===== src/design/bus_pkg.sv =====
`default_nettype none

package bus_pkg;

    localparam int ADDR_W          = 32;
    localparam int WORD_W          = 32;
    localparam int WORDS_PER_BLOCK = 4;
    localparam int BLOCK_W         = WORD_W * WORDS_PER_BLOCK;
    localparam int STRB_W          = WORD_W / 8;
    localparam int SIZE_W          = 3;

    // size code for a full 32-bit word
    localparam logic [SIZE_W-1:0] SIZE_WORD = 3'b010;

    typedef logic [ADDR_W-1:0]  addr_t;
    typedef logic [WORD_W-1:0]  word_t;
    typedef logic [BLOCK_W-1:0] block_t;
    typedef logic [STRB_W-1:0]  strb_t;
    typedef logic [SIZE_W-1:0]  size_t;

    // command codes seen by the bridge
    typedef enum logic [2:0] {
        BUS_NONE        = 3'd0,
        BUS_LOAD_WORD   = 3'd1,
        BUS_LOAD_BLOCK  = 3'd2,
        BUS_WRITE_WORD  = 3'd3,
        BUS_WRITE_BLOCK = 3'd4
    } bus_req_e;

    typedef struct packed {
        bus_req_e req;
        addr_t    addr;
        word_t    wword;
        block_t   wblock;
        strb_t    strb;
        size_t    size;
    } bus_cmd_t;

endpackage

`default_nettype wire


===== src/design/cache_req_pkg.sv =====
`default_nettype none

package cache_req_pkg;

    import bus_pkg::*;

    typedef enum logic [1:0] {
        IREQ_NONE  = 2'd0,
        IREQ_WORD  = 2'd1,
        IREQ_BLOCK = 2'd2
    } ireq_e;

    typedef enum logic [2:0] {
        DREQ_NONE        = 3'd0,
        DREQ_LOAD_WORD   = 3'd1,
        DREQ_LOAD_BLOCK  = 3'd2,
        DREQ_STORE_WORD  = 3'd3,
        DREQ_STORE_BLOCK = 3'd4
    } dreq_e;

    typedef enum logic {
        SRC_ICACHE = 1'b0,
        SRC_DCACHE = 1'b1
    } src_e;

    typedef enum logic [1:0] {
        RESP_NONE          = 2'd0,
        RESP_FINISH_ICACHE = 2'd1,
        RESP_FINISH_DCACHE = 2'd2
    } resp_e;

    // one held request, already translated to a bus op
    typedef struct packed {
        src_e     src;
        bus_req_e op;
        addr_t    addr;
        word_t    wword;
        block_t   wblock;
        strb_t    strb;
        size_t    size;
    } pend_req_t;

endpackage

`default_nettype wire


===== src/design/bus_execute.sv =====
`timescale 1ns/100ps
`default_nettype none

module bus_execute
    import bus_pkg::*;
    import cache_req_pkg::*;
(
    input  wire logic      clk,
    input  wire logic      rstn,
    input  wire logic      pend_valid,
    input  wire pend_req_t pend,
    input  wire logic      bus_ready,
    input  wire logic      bus_finish,
    output bus_cmd_t bus_cmd,
    output logic     served,
    output src_e     served_src,
    output logic     done,
    output src_e     done_src,
    output bus_req_e done_op
);

    typedef enum logic [1:0] {
        ST_IDLE,
        ST_REQUEST,
        ST_WAIT,
        ST_FINISH
    } exec_state_e;

    exec_state_e cs;
    exec_state_e ns;

    // request being served
    pend_req_t work;
    pend_req_t cmd_src;

    always_ff @(posedge clk) begin
        if (!rstn) begin
            cs <= ST_IDLE;
        end else begin
            cs <= ns;
        end
    end

    always_comb begin
        ns = cs;
        case (cs)
            ST_IDLE: begin
                if (pend_valid) begin
                    ns = ST_REQUEST;
                end
            end
            ST_REQUEST: begin
                if (bus_ready) begin
                    ns = ST_WAIT;
                end
            end
            ST_WAIT: begin
                if (bus_finish) begin
                    ns = ST_FINISH;
                end
            end
            ST_FINISH: begin
                ns = ST_IDLE;
            end
            default: begin
                ns = ST_IDLE;
            end
        endcase
    end

    always_ff @(posedge clk) begin
        if (cs == ST_IDLE && pend_valid) begin
            work <= pend;
        end
    end

    // pend is only current in idle, the working copy after that
    assign cmd_src = (cs == ST_IDLE) ? pend : work;

    // command registered from next state
    always_ff @(posedge clk) begin
        if (!rstn) begin
            bus_cmd.req <= BUS_NONE;
        end else if (ns == ST_REQUEST) begin
            bus_cmd.req <= cmd_src.op;
        end else begin
            bus_cmd.req <= BUS_NONE;
        end
    end

    // payload holds after the handshake
    always_ff @(posedge clk) begin
        if (ns == ST_REQUEST) begin
            bus_cmd.addr   <= cmd_src.addr;
            bus_cmd.wword  <= cmd_src.wword;
            bus_cmd.wblock <= cmd_src.wblock;
            bus_cmd.strb   <= cmd_src.strb;
            bus_cmd.size   <= cmd_src.size;
        end
    end

    // finish seen, takes effect at the edge entering finish
    assign done       = (cs == ST_WAIT) && bus_finish;
    assign done_src   = work.src;
    assign done_op    = work.op;
    assign served     = done;
    assign served_src = work.src;

endmodule

`default_nettype wire


===== src/design/cache_bus_arbiter.sv =====
`timescale 1ns/100ps
`default_nettype none

module cache_bus_arbiter
    import bus_pkg::*;
    import cache_req_pkg::*;
(
    input  wire logic   clk,
    input  wire logic   rstn,
    // icache
    input  wire ireq_e  ireq,
    input  wire addr_t  iaddr,
    output word_t    irword,
    output block_t   irblock,
    // dcache
    input  wire dreq_e  dreq,
    input  wire addr_t  daddr,
    input  wire word_t  dwword,
    input  wire block_t dwblock,
    input  wire strb_t  dstrb,
    input  wire size_t  dsize,
    output word_t    drword,
    output block_t   drblock,
    output resp_e    resp,
    // bridge
    output bus_cmd_t bus_cmd,
    input  wire logic   bus_ready,
    input  wire logic   bus_finish,
    input  wire word_t  bus_rword,
    input  wire block_t bus_rblock
);

    logic      pend_valid;
    pend_req_t pend;
    logic      served;
    src_e      served_src;
    logic      done;
    src_e      done_src;
    bus_req_e  done_op;

    req_decode req_decode_inst (
        .clk        (clk),
        .rstn       (rstn),
        .ireq       (ireq),
        .iaddr      (iaddr),
        .dreq       (dreq),
        .daddr      (daddr),
        .dwword     (dwword),
        .dwblock    (dwblock),
        .dstrb      (dstrb),
        .dsize      (dsize),
        .served     (served),
        .served_src (served_src),
        .pend_valid (pend_valid),
        .pend       (pend)
    );

    bus_execute bus_execute_inst (
        .clk        (clk),
        .rstn       (rstn),
        .pend_valid (pend_valid),
        .pend       (pend),
        .bus_ready  (bus_ready),
        .bus_finish (bus_finish),
        .bus_cmd    (bus_cmd),
        .served     (served),
        .served_src (served_src),
        .done       (done),
        .done_src   (done_src),
        .done_op    (done_op)
    );

    resp_result resp_result_inst (
        .clk        (clk),
        .rstn       (rstn),
        .done       (done),
        .done_src   (done_src),
        .done_op    (done_op),
        .bus_rword  (bus_rword),
        .bus_rblock (bus_rblock),
        .resp       (resp),
        .irword     (irword),
        .drword     (drword),
        .irblock    (irblock),
        .drblock    (drblock)
    );

endmodule

`default_nettype wire


===== src/design/req_decode.sv =====
`timescale 1ns/100ps
`default_nettype none

module req_decode
    import bus_pkg::*;
    import cache_req_pkg::*;
(
    input  wire logic      clk,
    input  wire logic      rstn,
    input  wire ireq_e     ireq,
    input  wire addr_t     iaddr,
    input  wire dreq_e     dreq,
    input  wire addr_t     daddr,
    input  wire word_t     dwword,
    input  wire block_t    dwblock,
    input  wire strb_t     dstrb,
    input  wire size_t     dsize,
    input  wire logic      served,
    input  wire src_e      served_src,
    output logic      pend_valid,
    output pend_req_t pend
);

    logic      i_valid;
    logic      d_valid;
    bus_req_e  i_op;
    bus_req_e  d_op;
    pend_req_t i_entry;
    pend_req_t d_entry;

    // cache request to bus op
    always_comb begin
        case (ireq)
            IREQ_WORD:  i_op = BUS_LOAD_WORD;
            IREQ_BLOCK: i_op = BUS_LOAD_BLOCK;
            default:    i_op = BUS_NONE;
        endcase
    end

    always_comb begin
        case (dreq)
            DREQ_LOAD_WORD:   d_op = BUS_LOAD_WORD;
            DREQ_LOAD_BLOCK:  d_op = BUS_LOAD_BLOCK;
            DREQ_STORE_WORD:  d_op = BUS_WRITE_WORD;
            DREQ_STORE_BLOCK: d_op = BUS_WRITE_BLOCK;
            default:          d_op = BUS_NONE;
        endcase
    end

    // strobes seen while an entry is full are dropped
    always_ff @(posedge clk) begin
        if (!rstn) begin
            i_valid <= 1'b0;
            d_valid <= 1'b0;
        end else begin
            if (served && served_src == SRC_ICACHE) begin
                i_valid <= 1'b0;
            end else if (!i_valid && i_op != BUS_NONE) begin
                i_valid <= 1'b1;
            end
            if (served && served_src == SRC_DCACHE) begin
                d_valid <= 1'b0;
            end else if (!d_valid && d_op != BUS_NONE) begin
                d_valid <= 1'b1;
            end
        end
    end

    always_ff @(posedge clk) begin
        if (!i_valid && i_op != BUS_NONE) begin
            // icache only loads, always a full word
            i_entry <= '{src: SRC_ICACHE, op: i_op, addr: iaddr, wword: '0,
                         wblock: '0, strb: '0, size: SIZE_WORD};
        end
        if (!d_valid && d_op != BUS_NONE) begin
            d_entry <= '{src: SRC_DCACHE, op: d_op, addr: daddr, wword: dwword,
                         wblock: dwblock, strb: dstrb, size: dsize};
        end
    end

    // dcache wins when both wait
    assign pend_valid = i_valid | d_valid;
    assign pend       = d_valid ? d_entry : i_entry;

endmodule

`default_nettype wire


===== src/design/resp_result.sv =====
`timescale 1ns/100ps
`default_nettype none

module resp_result
    import bus_pkg::*;
    import cache_req_pkg::*;
(
    input  wire logic     clk,
    input  wire logic     rstn,
    input  wire logic     done,
    input  wire src_e     done_src,
    input  wire bus_req_e done_op,
    input  wire word_t    bus_rword,
    input  wire block_t   bus_rblock,
    output resp_e  resp,
    output word_t  irword,
    output word_t  drword,
    output block_t irblock,
    output block_t drblock
);

    // one-cycle response pulse
    always_ff @(posedge clk) begin
        if (!rstn) begin
            resp <= RESP_NONE;
        end else if (done) begin
            resp <= (done_src == SRC_DCACHE) ? RESP_FINISH_DCACHE : RESP_FINISH_ICACHE;
        end else begin
            resp <= RESP_NONE;
        end
    end

    // bridge data only valid in the finish cycle
    always_ff @(posedge clk) begin
        if (done) begin
            case (done_op)
                BUS_LOAD_WORD: begin
                    if (done_src == SRC_DCACHE) begin
                        drword <= bus_rword;
                    end else begin
                        irword <= bus_rword;
                    end
                end
                BUS_LOAD_BLOCK: begin
                    if (done_src == SRC_DCACHE) begin
                        drblock <= bus_rblock;
                    end else begin
                        irblock <= bus_rblock;
                    end
                end
                // stores return nothing
                default: ;
            endcase
        end
    end

endmodule

`default_nettype wire


===== config.mk =====
export PLATFORM = sky130hd
export DESIGN_NAME = cache_bus_arbiter
export DESIGN_NICKNAME = d
export VERILOG_FILES = /design/src/design/bus_pkg.sv /design/src/design/cache_req_pkg.sv /design/src/design/bus_execute.sv /design/src/design/cache_bus_arbiter.sv /design/src/design/req_decode.sv /design/src/design/resp_result.sv
export SDC_FILE = /design/constraint.sdc
export NUM_CORES = 1
export LEC_CHECK = 0
export BUFFER_PORTS_ARGS = -buffer_cell sky130_fd_sc_hd__buf_2
export CAP_MARGIN = 5
export CORE_AREA = 2 2 364 366
export CTS_CLUSTER_SIZE = 14
export DETAILED_ROUTE_END_ITERATION = 7
export DIE_AREA = 0 0 366 368
export HOLD_SLACK_MARGIN = 0.06
export MAX_ROUTING_LAYER = met4
export PLACE_DENSITY_LB_ADDON = 0.25
export SYNTH_ARGS = -nofsm -noshare
export SYNTH_HDL_FRONTEND = slang
export SYNTH_SLANG_ARGS = --single-unit

===== constraint.sdc =====
create_clock -name clk -period 19.2 [get_ports clk]
set_clock_uncertainty 0.2 [all_clocks]
set_input_delay 5.76 -clock clk [delete_from_list [all_inputs] [get_ports clk]]
set_output_delay 5.76 -clock clk [all_outputs]
set_load 0.01 [all_outputs]

==> Word level (Yosys, flattened, before mapping) <==
Cells that the tools add are included.
{ "op_classes": {"bitwise": 3, "reduce_logical": 19, "eq_ne": 12, "muxes": 9} }
{ "op_table": {"columns": ["cell", "count"], "rows": [
  ["two-way mux 203 bit", 1],
  ["two-way mux 202 bit", 1],
  ["one-hot mux 3 bit (4 select lines)", 1],
  ["AND reduction 3 bit", 4],
  ["equality test 3 x 2 -> 1 bit (second input constant)", 3],
  ["two-way mux 2 bit", 4],
  ["one-hot mux 2 bit (4 select lines)", 1],
  ["equality test 2 x 1 -> 1 bit (second input constant)", 3],
  ["equality test 2 bit (second input constant)", 3],
  ["equality test 3 x 1 -> 1 bit (second input constant)", 2],
  ["logical AND 1 bit", 6],
  ["nonzero test 3 bit", 2],
  ["one-hot mux 2 bit (2 select lines)", 1],
  ["AND reduction 2 bit", 2],
  ["OR reduction 2 bit", 2],
  ["equality test 3 bit (second input constant)", 1],
  ["logical NOT 1 bit", 2],
  ["logical NOT 2 bit", 1],
  ["inverter 1 bit", 2],
  ["bitwise OR 1 bit", 1]
]} }
{ "totals": {"reg_bits": 968, "elab_cells": 72, "in_bits": 400} }

==> Logic depth before layout (Yosys ltp) <==
Gate-level depths: netlist of run 1.
{ "depth": {"depth_word": 5, "depth_mapped": 6} }

==> By module <==
Synthesis of run 1 repeated with hierarchy kept, for this count alone.
{ "hier_totals": {"cells_unflattened": 1473, "hier_area_um2": 33771.1} }
{ "by_module_without_submodules": {"columns": ["module", "n_inst", "cells_per_inst", "area_each_um2", "seq_area_each_um2"], "rows": [
  ["bus_execute", 1, 656, 15253.4, 12171.7],
  ["resp_result", 1, 333, 9708.1, 9649.3],
  ["req_decode", 1, 484, 8809.7, 7126.8]
]} }

==> Worst setup path before layout of run 1 <==
OpenSTA, ideal clock, no wires.
{ "synth_timing": {"kind": "input-to-reg", "start": "in bus_finish", "end": "reg resp_result_inst.irblock[0], enable pin", "slack_ns": 3.563, "setup_ns": 0.772, "required_ns": 18.228, "arrival_time_ns": 14.665, "stages": 2, "path_cell_list": "nand3b_1 -> nor3_1"} }
{ "synth_between": {"elab_chain_len": 2} }
{ "synth_rtl": {"columns": ["element", "line_no", "text"], "rows": [
  ["from (decl)", "cache_bus_arbiter.sv:28", "input wire logic bus_finish,"],
  ["logical AND 1 bit", "bus_execute.sv:103", "assign done = (cs == ST_WAIT) && bus_finish;"],
  ["AND reduction 3 bit (no source line)", null, null],
  ["to (signal assigned)", "resp_result.sv:48", "irblock <= bus_rblock;"],
  ["to (decl)", "resp_result.sv:18", "output block_t irblock,"]
]} }
No other way between the ends.
A chain may end at the register's enable or synchronous reset.

==> Final worst setup path of run 1 <==
{ "layout_timing": {"start": "in dreq[1]", "end": "reg req_decode_inst.d_entry[60] (netlist bit), enable pin"} }
{ "layout_between": {"elab_chain_len": 4} }
{ "layout_rtl": {"columns": ["element", "line_no", "text"], "rows": [
  ["from (decl)", "cache_bus_arbiter.sv:16", "input wire dreq_e dreq,"],
  ["equality test 3 bit, or another cell as far along", "req_decode.sv:41", "case (dreq)"],
  ["one-hot mux 3 bit (4 select lines) *", "req_decode.sv:41", null],
  ["nonzero test 3 bit *", "req_decode.sv:75", "if (!d_valid && d_op != BUS_NONE) begin"],
  ["logical AND 1 bit *", "req_decode.sv:75", null],
  ["to (signal assigned)", "req_decode.sv:76", "d_entry <= '{src: SRC_DCACHE, op: d_op, addr: daddr, wword: dwword,"],
  ["to (decl)", "req_decode.sv:29", "pend_req_t d_entry;"]
]} }
Mark *: on every way between the ends. The rest lies on a longest branch, timed or not.

==> results of run 1 <==
==> path summary, 6_finish.rpt <==
kind                              startpoint                            end  slack [ps]  depth (start not counted)
setup / recovery                     dreq[1]    req_decode_inst.d_entry[60]       10800                          6
hold / removal    bus_execute_inst.work[173]  bus_execute_inst.bus_cmd[173]         310                          2
setup reg to reg     req_decode_inst.d_valid    req_decode_inst.d_entry[60]       15560                          3
hold reg to reg   bus_execute_inst.work[173]  bus_execute_inst.bus_cmd[173]         310                          2
==> power groups by stage <==
stage	clock (mW)	combinational, mW	sequential [mW]
6_report	2.06	0.575	2.67
2_1_floorplan	0	0.232	2.80
5_1_grt	2.20	0.629	2.70
3_3_place_gp	0	0.599	2.72
4_1_cts	2.12	0.600	2.68
3_5_place_dp	0	0.598	2.72
==> cell usage in the layout (no fill, tap or decap), drive strengths merged <==
| cell | n |
|---|---|
| a21oi | 3 |
| and2 | 168 |
| buf | 941 |
| bufinv | 12 |
| clkbuf | 126 |
| clkinv | 47 |
| clkinvlp | 5 |
| dfxtp | 9 |
| diode | 22 |
| edfxtp | 958 |
| ha | 2 |
| inv | 14 |
| mux2 | 202 |
| nand2 | 101 |
| nand2b | 1 |
| nand3b | 1 |
| nand4b | 1 |
| nor2 | 15 |
| nor2b | 2 |
| nor3 | 6 |
| o221a | 1 |
| or2 | 1 |
| or3b | 2 |
| or4b | 1 |
| xor2 | 1 |
==> final cells by class <==
cell class / count / area (um^2) / share of cell area
Inverter: 6 / 30.0 / 0.000690
Timing Repair Buffer: 941 / 4780 / 0.110
Sequential cell: 967 / 29000 / 0.665
Tap cell: 1755 / 2200 / 0.0504
Multi-Input combinational cell: 508 / 3980 / 0.0913
Clock inverter: 72 / 816 / 0.0187
Clock buffer: 126 / 2750 / 0.0631
Antenna cell: 22 / 55.1 / 0.00126
==> flip-flops by register name, indices dropped and copies added, names as in the netlist <==
name and count:
bus_execute_inst.done_op 3, resp_result_inst.irblock 128, resp_result_inst.resp 2, resp_result_inst.drblock 128, bus_execute_inst.work 199, req_decode_inst.i_valid 1
req_decode_inst.i_entry 34, resp_result_inst.irword 32, req_decode_inst.d_entry 202, bus_execute_inst.done_src 1, bus_execute_inst.bus_cmd 202, bus_execute_inst.cs 2
resp_result_inst.drword 32, req_decode_inst.d_valid 1
==> critical path, stage by stage <==
cell and delay [ps]:
buf_2 100, nor2_1 150, xor2_1 130, nor2_4 860
buf_4 580, buf_4 800
==> routing by layer <==
| metal | global-route usage | up-vias |
|---|---|---|
| met4 | 0.0620 | 0 |
| met3 | 0.0504 | 152 |
| met5 | - | - |
| met2 | 0.251 | 626 |
| li1 | - | 7922 |
| met1 | 0.157 | 8592 |
==> logic make-up (layout without fill, tap and decap cells) <==
kind of cell	count (synthesis)	in the layout	share of synthesized area
AOI/OAI and AO/OA	4	4	0.000792
xor gates and xnor gates	1	1	0.000264
adders and majority gates	2	2	0.000755
buffers and inverters	55	1145	0.00857
DFF	967	967	0.873
muxes	202	202	0.0686
other	0	22	0
and+or+nand+nor	299	299	0.0479
==> flow_summary.json, run 1 <==
{
  "clkSinkCount": 967,
  "start_util": 0.253,
  "top_layer": "met4",
  "rsz0062_at_grt": "no",
  "synth_nets": 1932,
  "via_count": 17300,
  "setup_tns_ps": 0,
  "p_leak_nw": 16.6,
  "critPathRequiredTime_ps": 19310,
  "clk_pin_slew_worst_paths_ps": 60,
  "ctsHoldBuffers": 0,
  "power.total_mw": 5.31,
  "hold_ws_ps": 308,
  "synth_ff_type": "edfxtp_1",
  "worstMarginPinSlew_ps": 1130,
  "final_area_um2": 43500,
  "wl_um": 99600,
  "dieArea_um2": 135000,
  "cts_root_buf": "clkbuf_16",
  "powerDensity_nw_per_um2": 122,
  "met3_length_um": 7800,
  "p_sw_frac": 0.246,
  "power.internal_mw": 4.01,
  "via_per_inst": 3.93,
  "combPwrFrac": 0.108,
  "yosysMostFrequentCell": "edfxtp_1",
  "max_freq_ghz": 0.119,
  "synth_seq_cells": 967,
  "post_cts_buffers": 0,
  "max_cap_viol_count": 0,
  "ios": 924,
  "tritoncts": "done",
  "antenna_found_initial": 34,
  "drt_iter0_markers": 1090,
  "postRouteAntennaNets": 0,
  "dp_hpwl_um": 72100,
  "crit_path_start_kind": "input port",
  "syn2layout_area_growth_pct": 31.4,
  "fin_ws_ps": 10800,
  "dr.pass1.iters": 5,
  "clkLatencyLatePin_ps": 700,
  "ys_types": 23,
  "htree_levels": 3,
  "dr_wl_met2_um": 51200,
  "post_drt_wl_per_cell_um": 22.7,
  "met1_length_um": 37100,
  "finish.utilization": 0.333,
  "yosys-top-cells-area": "edfxtp_1, mux2_2, and2_1",
  "floorplan.rows": 133,
  "slew-limit-headroom": 0.248,
  "pre_cts_ws_ps": 9970,
  "setup_violations": 0,
  "nFillCells": 12700,
  "avgSynthCellArea_um2": 21.7,
  "slew_violations": 0,
  "overflow": 0,
  "stdcell_count": 4397,
  "synth_top_area_frac": 0.868,
  "place_area_um2": 39900,
  "p_switching_mw": 1.30,
  "syn_area_um2": 33200,
  "grt_max_degree": 138,
  "crit_fanout": 68,
  "hp-class": "register to register",
  "arrival_ps": 8510,
  "grt_pass1_wl_um": 136000,
  "synth_top_cells_by_count": "edfxtp_1, mux2_2, and2_1",
  "status": "completed",
  "critPathKind": "input port to register",
  "yosysWarnings": 0,
  "synth_area_leader_cell": "edfxtp_1",
  "route.detailed.drc": 0,
  "dp_cells": 4177,
  "pwr-share-clk": 0.388,
  "ir_drop_mv": 0.0938,
  "drive_gt1_frac": 0.503,
  "finalHoldViolations": 0,
  "grt_use_total": 0.148,
  "ys_seq_area_frac": 0.873,
  "io_buffers": 923,
  "final_net_count": 2931,
  "cts_resized": 0,
  "synth_edf_count": 958,
  "cts_max_path_buffers": 3,
  "finalCritPeriodShare": 0.437,
  "cp-end-kind": "register",
  "core-area_um2": 131000,
  "async_reset_ff_frac": 0,
  "cts_buffers": 105,
  "die_h_um": 368,
  "p_seq_frac": 0.503,
  "period_needed_ps": 8400,
  "gp_congestion": 0.843,
  "die_x_um": 366,
  "grt_pass1_vias": 17700,
  "postSynthCellCount": 1530
}
Note: power is estimated with default switching activity, not from simulation.
==> run 2: changes to the inputs <==
--- a/config.mk
+++ b/config.mk
@@ -5,12 +5,13 @@
 export SDC_FILE = /design/constraint.sdc
 export NUM_CORES = 1
 export LEC_CHECK = 0
+export ABC_AREA = 1
 export BUFFER_PORTS_ARGS = -buffer_cell sky130_fd_sc_hd__buf_2
 export CAP_MARGIN = 5
-export CORE_AREA = 2 2 364 366
+export CORE_AREA = 2 2 360 362
 export CTS_CLUSTER_SIZE = 14
 export DETAILED_ROUTE_END_ITERATION = 7
-export DIE_AREA = 0 0 366 368
+export DIE_AREA = 0 0 362 364
 export HOLD_SLACK_MARGIN = 0.06
 export MAX_ROUTING_LAYER = met4
 export PLACE_DENSITY_LB_ADDON = 0.25
==> constraint.sdc (replaced) <==
create_clock -name clk -period 7.37 [get_ports clk]
set_clock_uncertainty 0.2 [all_clocks]
set_input_delay 2.211 -clock clk [delete_from_list [all_inputs] [get_ports clk]]
set_output_delay 2.211 -clock clk [all_outputs]
set_load 0.01 [all_outputs]
==> run 2 against run 1 <==
Via count up 9.1%. Largest power group unchanged. Sequential share of layout area grew 0.67 points. Sequential power rose to 2.7 times the previous value. First-iteration DRC count grew 15%. Synthesized cell count increased by 26%. Critical path type unchanged. Wire length rose by 2.5%. Register-to-register slack worse by 12000 ps.
==> flow_summary.json, run 2 <==
{
  "grt_use_total": 0.153,
  "cts_buffers": 106,
  "syn_area_um2": 33000,
  "synth_simple_gate_area_frac": 0.0580,
  "dp_hpwl_um": 72800,
  "combPwrFrac": 0.120,
  "arrival_ps": 4150,
  "wl_um": 102000,
  "p_sw_frac": 0.262,
  "yosysMostFrequentCell": "edfxtp_1",
  "yosysWarnings": 0,
  "crit_path_start_kind": "input port",
  "ys_types": 22,
  "max_freq_ghz": 0.248,
  "crit_chain": "buf_2 -> inv_1 -> nand3_1 -> nand3_1 -> nand2_1 -> inv_8 -> buf_12",
  "clk_pin_slew_worst_paths_ps": 60,
  "worstMarginPinSlew_ps": 1100,
  "worstSetupPathDepth": 7,
  "crit_path_max_incr_delay_ps": 480,
  "htree_levels": 3,
  "cts_root_buf": "clkbuf_16",
  "synth_seq_cells": 967,
  "synth_area_leader_cell": "edfxtp_1",
  "io_buffers": 923,
  "max_cap_viol_count": 0,
  "hold_ws_ps": 315,
  "reg_top3": "bus_execute_inst.bus_cmd: 202 flops, req_decode_inst.d_entry: 202 flops, bus_execute_inst.work: 199 flops",
  "synth_top_area_frac": 0.871,
  "crit_start": "bus_ready",
  "cts_resized": 0,
  "r2r_slack_ps": 3530,
  "mostFrequentLayoutCells": "edfxtp_1, buf_2, nand2_1",
  "final_common_cell": "edfxtp_1",
  "ctsHoldBuffers": 0,
  "grt_pass1_vias": 18200,
  "p_leak_nw": 17.4,
  "antenna_found_initial": 44,
  "route.detailed.drc": 0,
  "dieArea_um2": 132000,
  "via_per_inst": 4.02,
  "p_seq_frac": 0.509,
  "nFillCells": 12700,
  "grt_pass1_wl_um": 137000,
  "ir_drop_mv": 0.199,
  "start_util": 0.257,
  "ios": 924,
  "status": "completed",
  "ys_seq_area_frac": 0.877,
  "rsz0062_at_grt": "no",
  "synth-adder-area-share": 0.000758,
  "cts_max_path_buffers": 3,
  "drt_iter0_markers": 1254,
  "powerDensity_nw_per_um2": 325,
  "die_x_um": 362,
  "hp-class": "register to register",
  "synth-xor-area-share": 0,
  "final_net_count": 3318,
  "timing.critical_path.to": "bus_execute_inst.bus_cmd[68]",
  "synth_ff_type": "edfxtp_1",
  "reg2reg_to": "bus_execute_inst.bus_cmd[68]",
  "synth_nets": 2335,
  "core-area_um2": 128000,
  "avgSynthCellArea_um2": 17.1,
  "fin_ws_ps": 3340,
  "cp_top_family": "buffers and inverters",
  "synth_top_family_by_area": "simple AND/OR/NAND/NOR gates",
  "cp_common_cell": "nand3_1",
  "postSynthCellCount": 1933,
  "drive_gt1_frac": 0.367,
  "r2r_start": "bus_execute_inst.cs[1]",
  "slew_violations": 0,
  "power.internal_mw": 10.4,
  "period_needed_ps": 4030,
  "critPathRequiredTime_ps": 7490,
  "post_cts_buffers": 0,
  "setup_tns_ps": 0,
  "slew-limit-headroom": 0.266,
  "grt_max_degree": 198,
  "pwr-share-clk": 0.370,
  "async_reset_ff_frac": 0,
  "dr.pass1.iters": 5,
  "reg2reg_depth": 7,
  "synth_top_cells_by_count": "edfxtp_1, nand2_1, inv_1",
  "die_h_um": 364,
  "crit_fanout": 111,
  "finish.utilization": 0.336,
  "slowest_stage": "inv_8",
  "gp_congestion": 0.792,
  "muxShareOfSynthArea": 0,
  "cp-end-kind": "register",
  "setup_violations": 0,
  "synth_edf_count": 958,
  "synth_compound_area_frac": 0.0324,
  "syn2layout_area_growth_pct": 30.5,
  "finalHoldViolations": 0,
  "overflow": 0,
  "via_count": 18900,
  "yosys-top-cells-area": "edfxtp_1, nand2_1, o21ai_1",
  "critPathKind": "input port to register",
  "post_drt_wl_per_cell_um": 21.7,
  "postRouteAntennaNets": 0,
  "p_switching_mw": 3.67,
  "clkLatencyLatePin_ps": 710,
  "tritoncts": "done",
  "cp.buffers_inverters": 4,
  "finalCritPeriodShare": 0.547,
  "clkSinkCount": 967,
  "pre_cts_ws_ps": 2690,
  "floorplan.rows": 132
}
run 2: layout make-up:
class / instances / area [um^2] / share of cell area
diodes: 22 / 55.1 / 0.00128
clock buffers: 138 / 2840 / 0.0658
clock inverters: 54 / 539 / 0.0125
inverters: 186 / 726 / 0.0168
multi-input cells: 711 / 3060 / 0.0710
flip-flops and latches: 967 / 29000 / 0.672
well taps: 1675 / 2100 / 0.0486
repair buffers: 944 / 4850 / 0.113
run 2: worst min-delay path by stage:
stage / from / endpoint / depth (start not counted)
2_1_floorplan: req_decode_inst.d_valid / bus_execute_inst.done_src / 0
3_3_place_gp: bus_execute_inst.work[1] / bus_execute_inst.bus_cmd[1] / 2
3_5_place_dp: req_decode_inst.d_entry[165] / bus_execute_inst.work[165] / 2
4_1_cts: bus_execute_inst.work[2] / bus_execute_inst.bus_cmd[2] / 2
5_1_grt: bus_execute_inst.work[26] / bus_execute_inst.bus_cmd[26] / 2
6_report: req_decode_inst.d_entry[34] / bus_execute_inst.work[34] / 2
run 2: tightest hold or removal path, stage by stage, from the launching register on:
cell and delay (ps):
edfxtp_1 310, nand2_1 60, inv_1 50
run 2: cell families (layout without fill, tap and decap cells):
| logic type | count (synthesis) | count (layout) |
|---|---|---|
| buf+inv | 255 | 1322 |
| other cells | 0 | 22 |
| compound gates | 205 | 205 |
| simple gates | 504 | 504 |
| flops | 967 | 967 |
| fa+ha+maj | 2 | 2 |
run 2: metal layers:
metal  part of all wire  global-route usage
met5                  0                   -
met4              0.036              0.0660
met3              0.082              0.0489
met2               0.50               0.256
met1               0.38               0.168
run 2: metrics by stage:
stage	power [mW]	std cells	instance area, um^2
floorplan	8.16	1933	33000
global placement	9.01	4483	39700
detailed placement	9.03	4483	39700
CTS	14.3	4675	43100
global route	14.7	4696	43100
finish	14.0	4697	43100
run 2: power groups by stage:
stage | logic, mW | registers [mW] | clock network (mW)
6_report | 1.69 | 7.15 | 5.19
3_3_place_gp | 1.75 | 7.26 | 0
5_1_grt | 1.88 | 7.20 | 5.57
4_1_cts | 1.76 | 7.16 | 5.36
3_5_place_dp | 1.76 | 7.26 | 0
2_1_floorplan | 0.704 | 7.45 | 0
==> run 3: changes to the inputs <==
--- a/config.mk
+++ b/config.mk
@@ -5,13 +5,13 @@
 export SDC_FILE = /design/constraint.sdc
 export NUM_CORES = 1
 export LEC_CHECK = 0
-export ABC_AREA = 1
+export ABC_AREA = 0
 export BUFFER_PORTS_ARGS = -buffer_cell sky130_fd_sc_hd__buf_2
 export CAP_MARGIN = 5
-export CORE_AREA = 2 2 360 362
+export CORE_AREA = 2 2 364 366
 export CTS_CLUSTER_SIZE = 14
 export DETAILED_ROUTE_END_ITERATION = 7
-export DIE_AREA = 0 0 362 364
+export DIE_AREA = 0 0 366 368
 export HOLD_SLACK_MARGIN = 0.06
 export MAX_ROUTING_LAYER = met4
 export PLACE_DENSITY_LB_ADDON = 0.25
==> constraint.sdc (replaced) <==
create_clock -name clk -period 3.8 [get_ports clk]
set_clock_uncertainty 0.2 [all_clocks]
set_input_delay 1.14 -clock clk [delete_from_list [all_inputs] [get_ports clk]]
set_output_delay 1.14 -clock clk [all_outputs]
set_load 0.01 [all_outputs]
==> run 3 against run 2 <==
Die area is 2.2% higher. Critical path type is now register to primary output. Highest routed layer unchanged. Global-route usage is 0.36 points lower. Worst setup slack worse by 2300 ps. Largest cell class unchanged. Wire length fell by 0.88%.
==> flow_summary.json, run 3 (synthesized netlist as in run 1, its figures left out) <==
{
  "crit_path_start_kind": "register",
  "worstMarginPinSlew_ps": 901,
  "p_leak_nw": 16.6,
  "dp_hpwl_um": 73500,
  "grt_pass1_vias": 17700,
  "max_cap_viol_count": 0,
  "io_buffers": 923,
  "grt_use_total": 0.150,
  "max_freq_ghz": 0.356,
  "pre_cts_ws_ps": 562,
  "cts_buffers": 103,
  "die_h_um": 368,
  "combPwrFrac": 0.111,
  "critPathKind": "register to primary output",
  "dieArea_um2": 135000,
  "route.detailed.drc": 0,
  "ctsHoldBuffers": 0,
  "dr.pass1.iters": 4,
  "critPathRequiredTime_ps": 2460,
  "nFillCells": 12800,
  "post_drt_wl_per_cell_um": 23.0,
  "hp-class": "register to register",
  "cts_root_buf": "clkbuf_16",
  "wl_um": 101000,
  "crit_path_max_incr_delay_ps": 560,
  "drt_iter0_markers": 1193,
  "p_seq_frac": 0.510,
  "pwr-share-clk": 0.379,
  "arrival_ps": 1470,
  "slew-limit-headroom": 0.399,
  "final_common_cell": "edfxtp_1",
  "clk_pin_slew_worst_paths_ps": 60,
  "syn2layout_area_growth_pct": 31.8,
  "rsz0062_at_grt": "no",
  "via_count": 17500,
  "postRouteAntennaNets": 0,
  "slowest_stage": "edfxtp_1",
  "die_x_um": 366,
  "crit_fanout": 1,
  "power.internal_mw": 20.1,
  "clkSinkCount": 967,
  "start_util": 0.253,
  "mostFrequentLayoutCells": "edfxtp_1, buf_2, mux2_2",
  "cp_top_family": "flip-flops",
  "tritoncts": "done",
  "clkLatencyLatePin_ps": 700,
  "finalCritPeriodShare": 0.739,
  "p_sw_frac": 0.246,
  "reg_top3": "bus_execute_inst.bus_cmd: 202 flops, req_decode_inst.d_entry: 202 flops, bus_execute_inst.work: 199 flops",
  "hold_ws_ps": 308,
  "htree_levels": 3,
  "p_switching_mw": 6.53,
  "status": "completed",
  "gp_congestion": 0.836,
  "final_net_count": 2942,
  "ios": 924,
  "overflow": 0,
  "ir_drop_mv": 0.355,
  "antenna_found_initial": 44,
  "via_per_inst": 3.97,
  "grt_pass1_wl_um": 138000,
  "core-area_um2": 131000,
  "fin_ws_ps": 992,
  "post_cts_buffers": 0,
  "cts_resized": 0,
  "slew_violations": 0,
  "period_needed_ps": 2810,
  "finalHoldViolations": 0,
  "cp.buffers_inverters": 1,
  "drive_gt1_frac": 0.504,
  "floorplan.rows": 133,
  "setup_violations": 0,
  "crit_chain": "buf_2",
  "grt_max_degree": 111,
  "cts_max_path_buffers": 3,
  "cp-end-kind": "primary output",
  "powerDensity_nw_per_um2": 608
}
==> run 3: cell count changes in the layout (fill, tap and decap cells not counted), moves of 4 or more <==
cell,before,now
nor3_1,0,4
clkinv_2,12,16
mux2_2,0,202
and2_1,0,168
nand3_1,7,0
inv_1,182,5
clkinv_1,21,16
nand2_1,443,101
o21ai_0,7,0
a31oi_1,33,0
buf_12,6,19
o21ai_1,160,0
nor2_1,45,8
==> run 3: stage by stage <==
stage | TNS [ps] | total power, mW | std cells | utilization | instance area (um^2)
floorplan | -778980 | 15.2 | 1530 | - | 33200
global placement | 0 | 16.9 | 4190 | 0.308 | 40300
detailed placement | 0 | 16.9 | 4190 | 0.308 | 40300
CTS | 0 | 27.1 | 4382 | 0.334 | 43600
global route | 0 | 27.7 | 4402 | 0.334 | 43700
finish | 0 | 26.6 | 4403 | 0.334 | 43700
==> run 3: final cells by class <==
| class | instances | area, um^2 | share of cell area |
|---|---|---|---|
| sequential | 967 | 29000 | 0.663 |
| timing repair buffer | 954 | 5090 | 0.116 |
| multi-input combinational | 508 | 4000 | 0.0915 |
| clock buffer | 130 | 2720 | 0.0623 |
| tap | 1755 | 2200 | 0.0503 |
| clock inverter | 62 | 652 | 0.0149 |
| antenna | 21 | 52.6 | 0.00120 |
| inverter | 6 | 26.3 | 0.000601 |
==> run 3: final timing paths <==
check	start	to	slack, ps	depth (start not counted)
setup / recovery	bus_execute_inst.bus_cmd[65]	bus_cmd[65]	990	1
setup reg to reg	req_decode_inst.d_valid	bus_execute_inst.bus_cmd[37]	1110	4
hold reg to reg	bus_execute_inst.work[192]	bus_execute_inst.bus_cmd[192]	310	2
hold / removal	bus_execute_inst.work[192]	bus_execute_inst.bus_cmd[192]	310	2
==> run 3: worst register-to-register path, cell delays in order, from the launching register on <==
cell and delay [ps]:
dfxtp_4 730, nor3_1 190, or3b_2 510, clkinvlp_4 180, buf_12 350
==> run 3: power by group through the flow <==
| stage | sequential (mW) | combinational (mW) | clock, mW |
|---|---|---|---|
| final | 13.6 | 2.95 | 10.1 |
| after global placement | 13.8 | 3.06 | 0 |
| after floorplan | 14.0 | 1.19 | 0 |
| after CTS | 13.6 | 3.07 | 10.4 |
| after global routing | 13.7 | 3.24 | 10.8 |
| after detailed placement | 13.8 | 3.06 | 0 |
==> run 3: per-layer routing <==
metal	wire, um	global-route usage	vias to the layer above
met5	0	-	-
met4	3450	0.0497	0
met3	8870	0.0617	180
met2	51400	0.254	688
met1	37500	0.157	8688
li1	-	-	7933
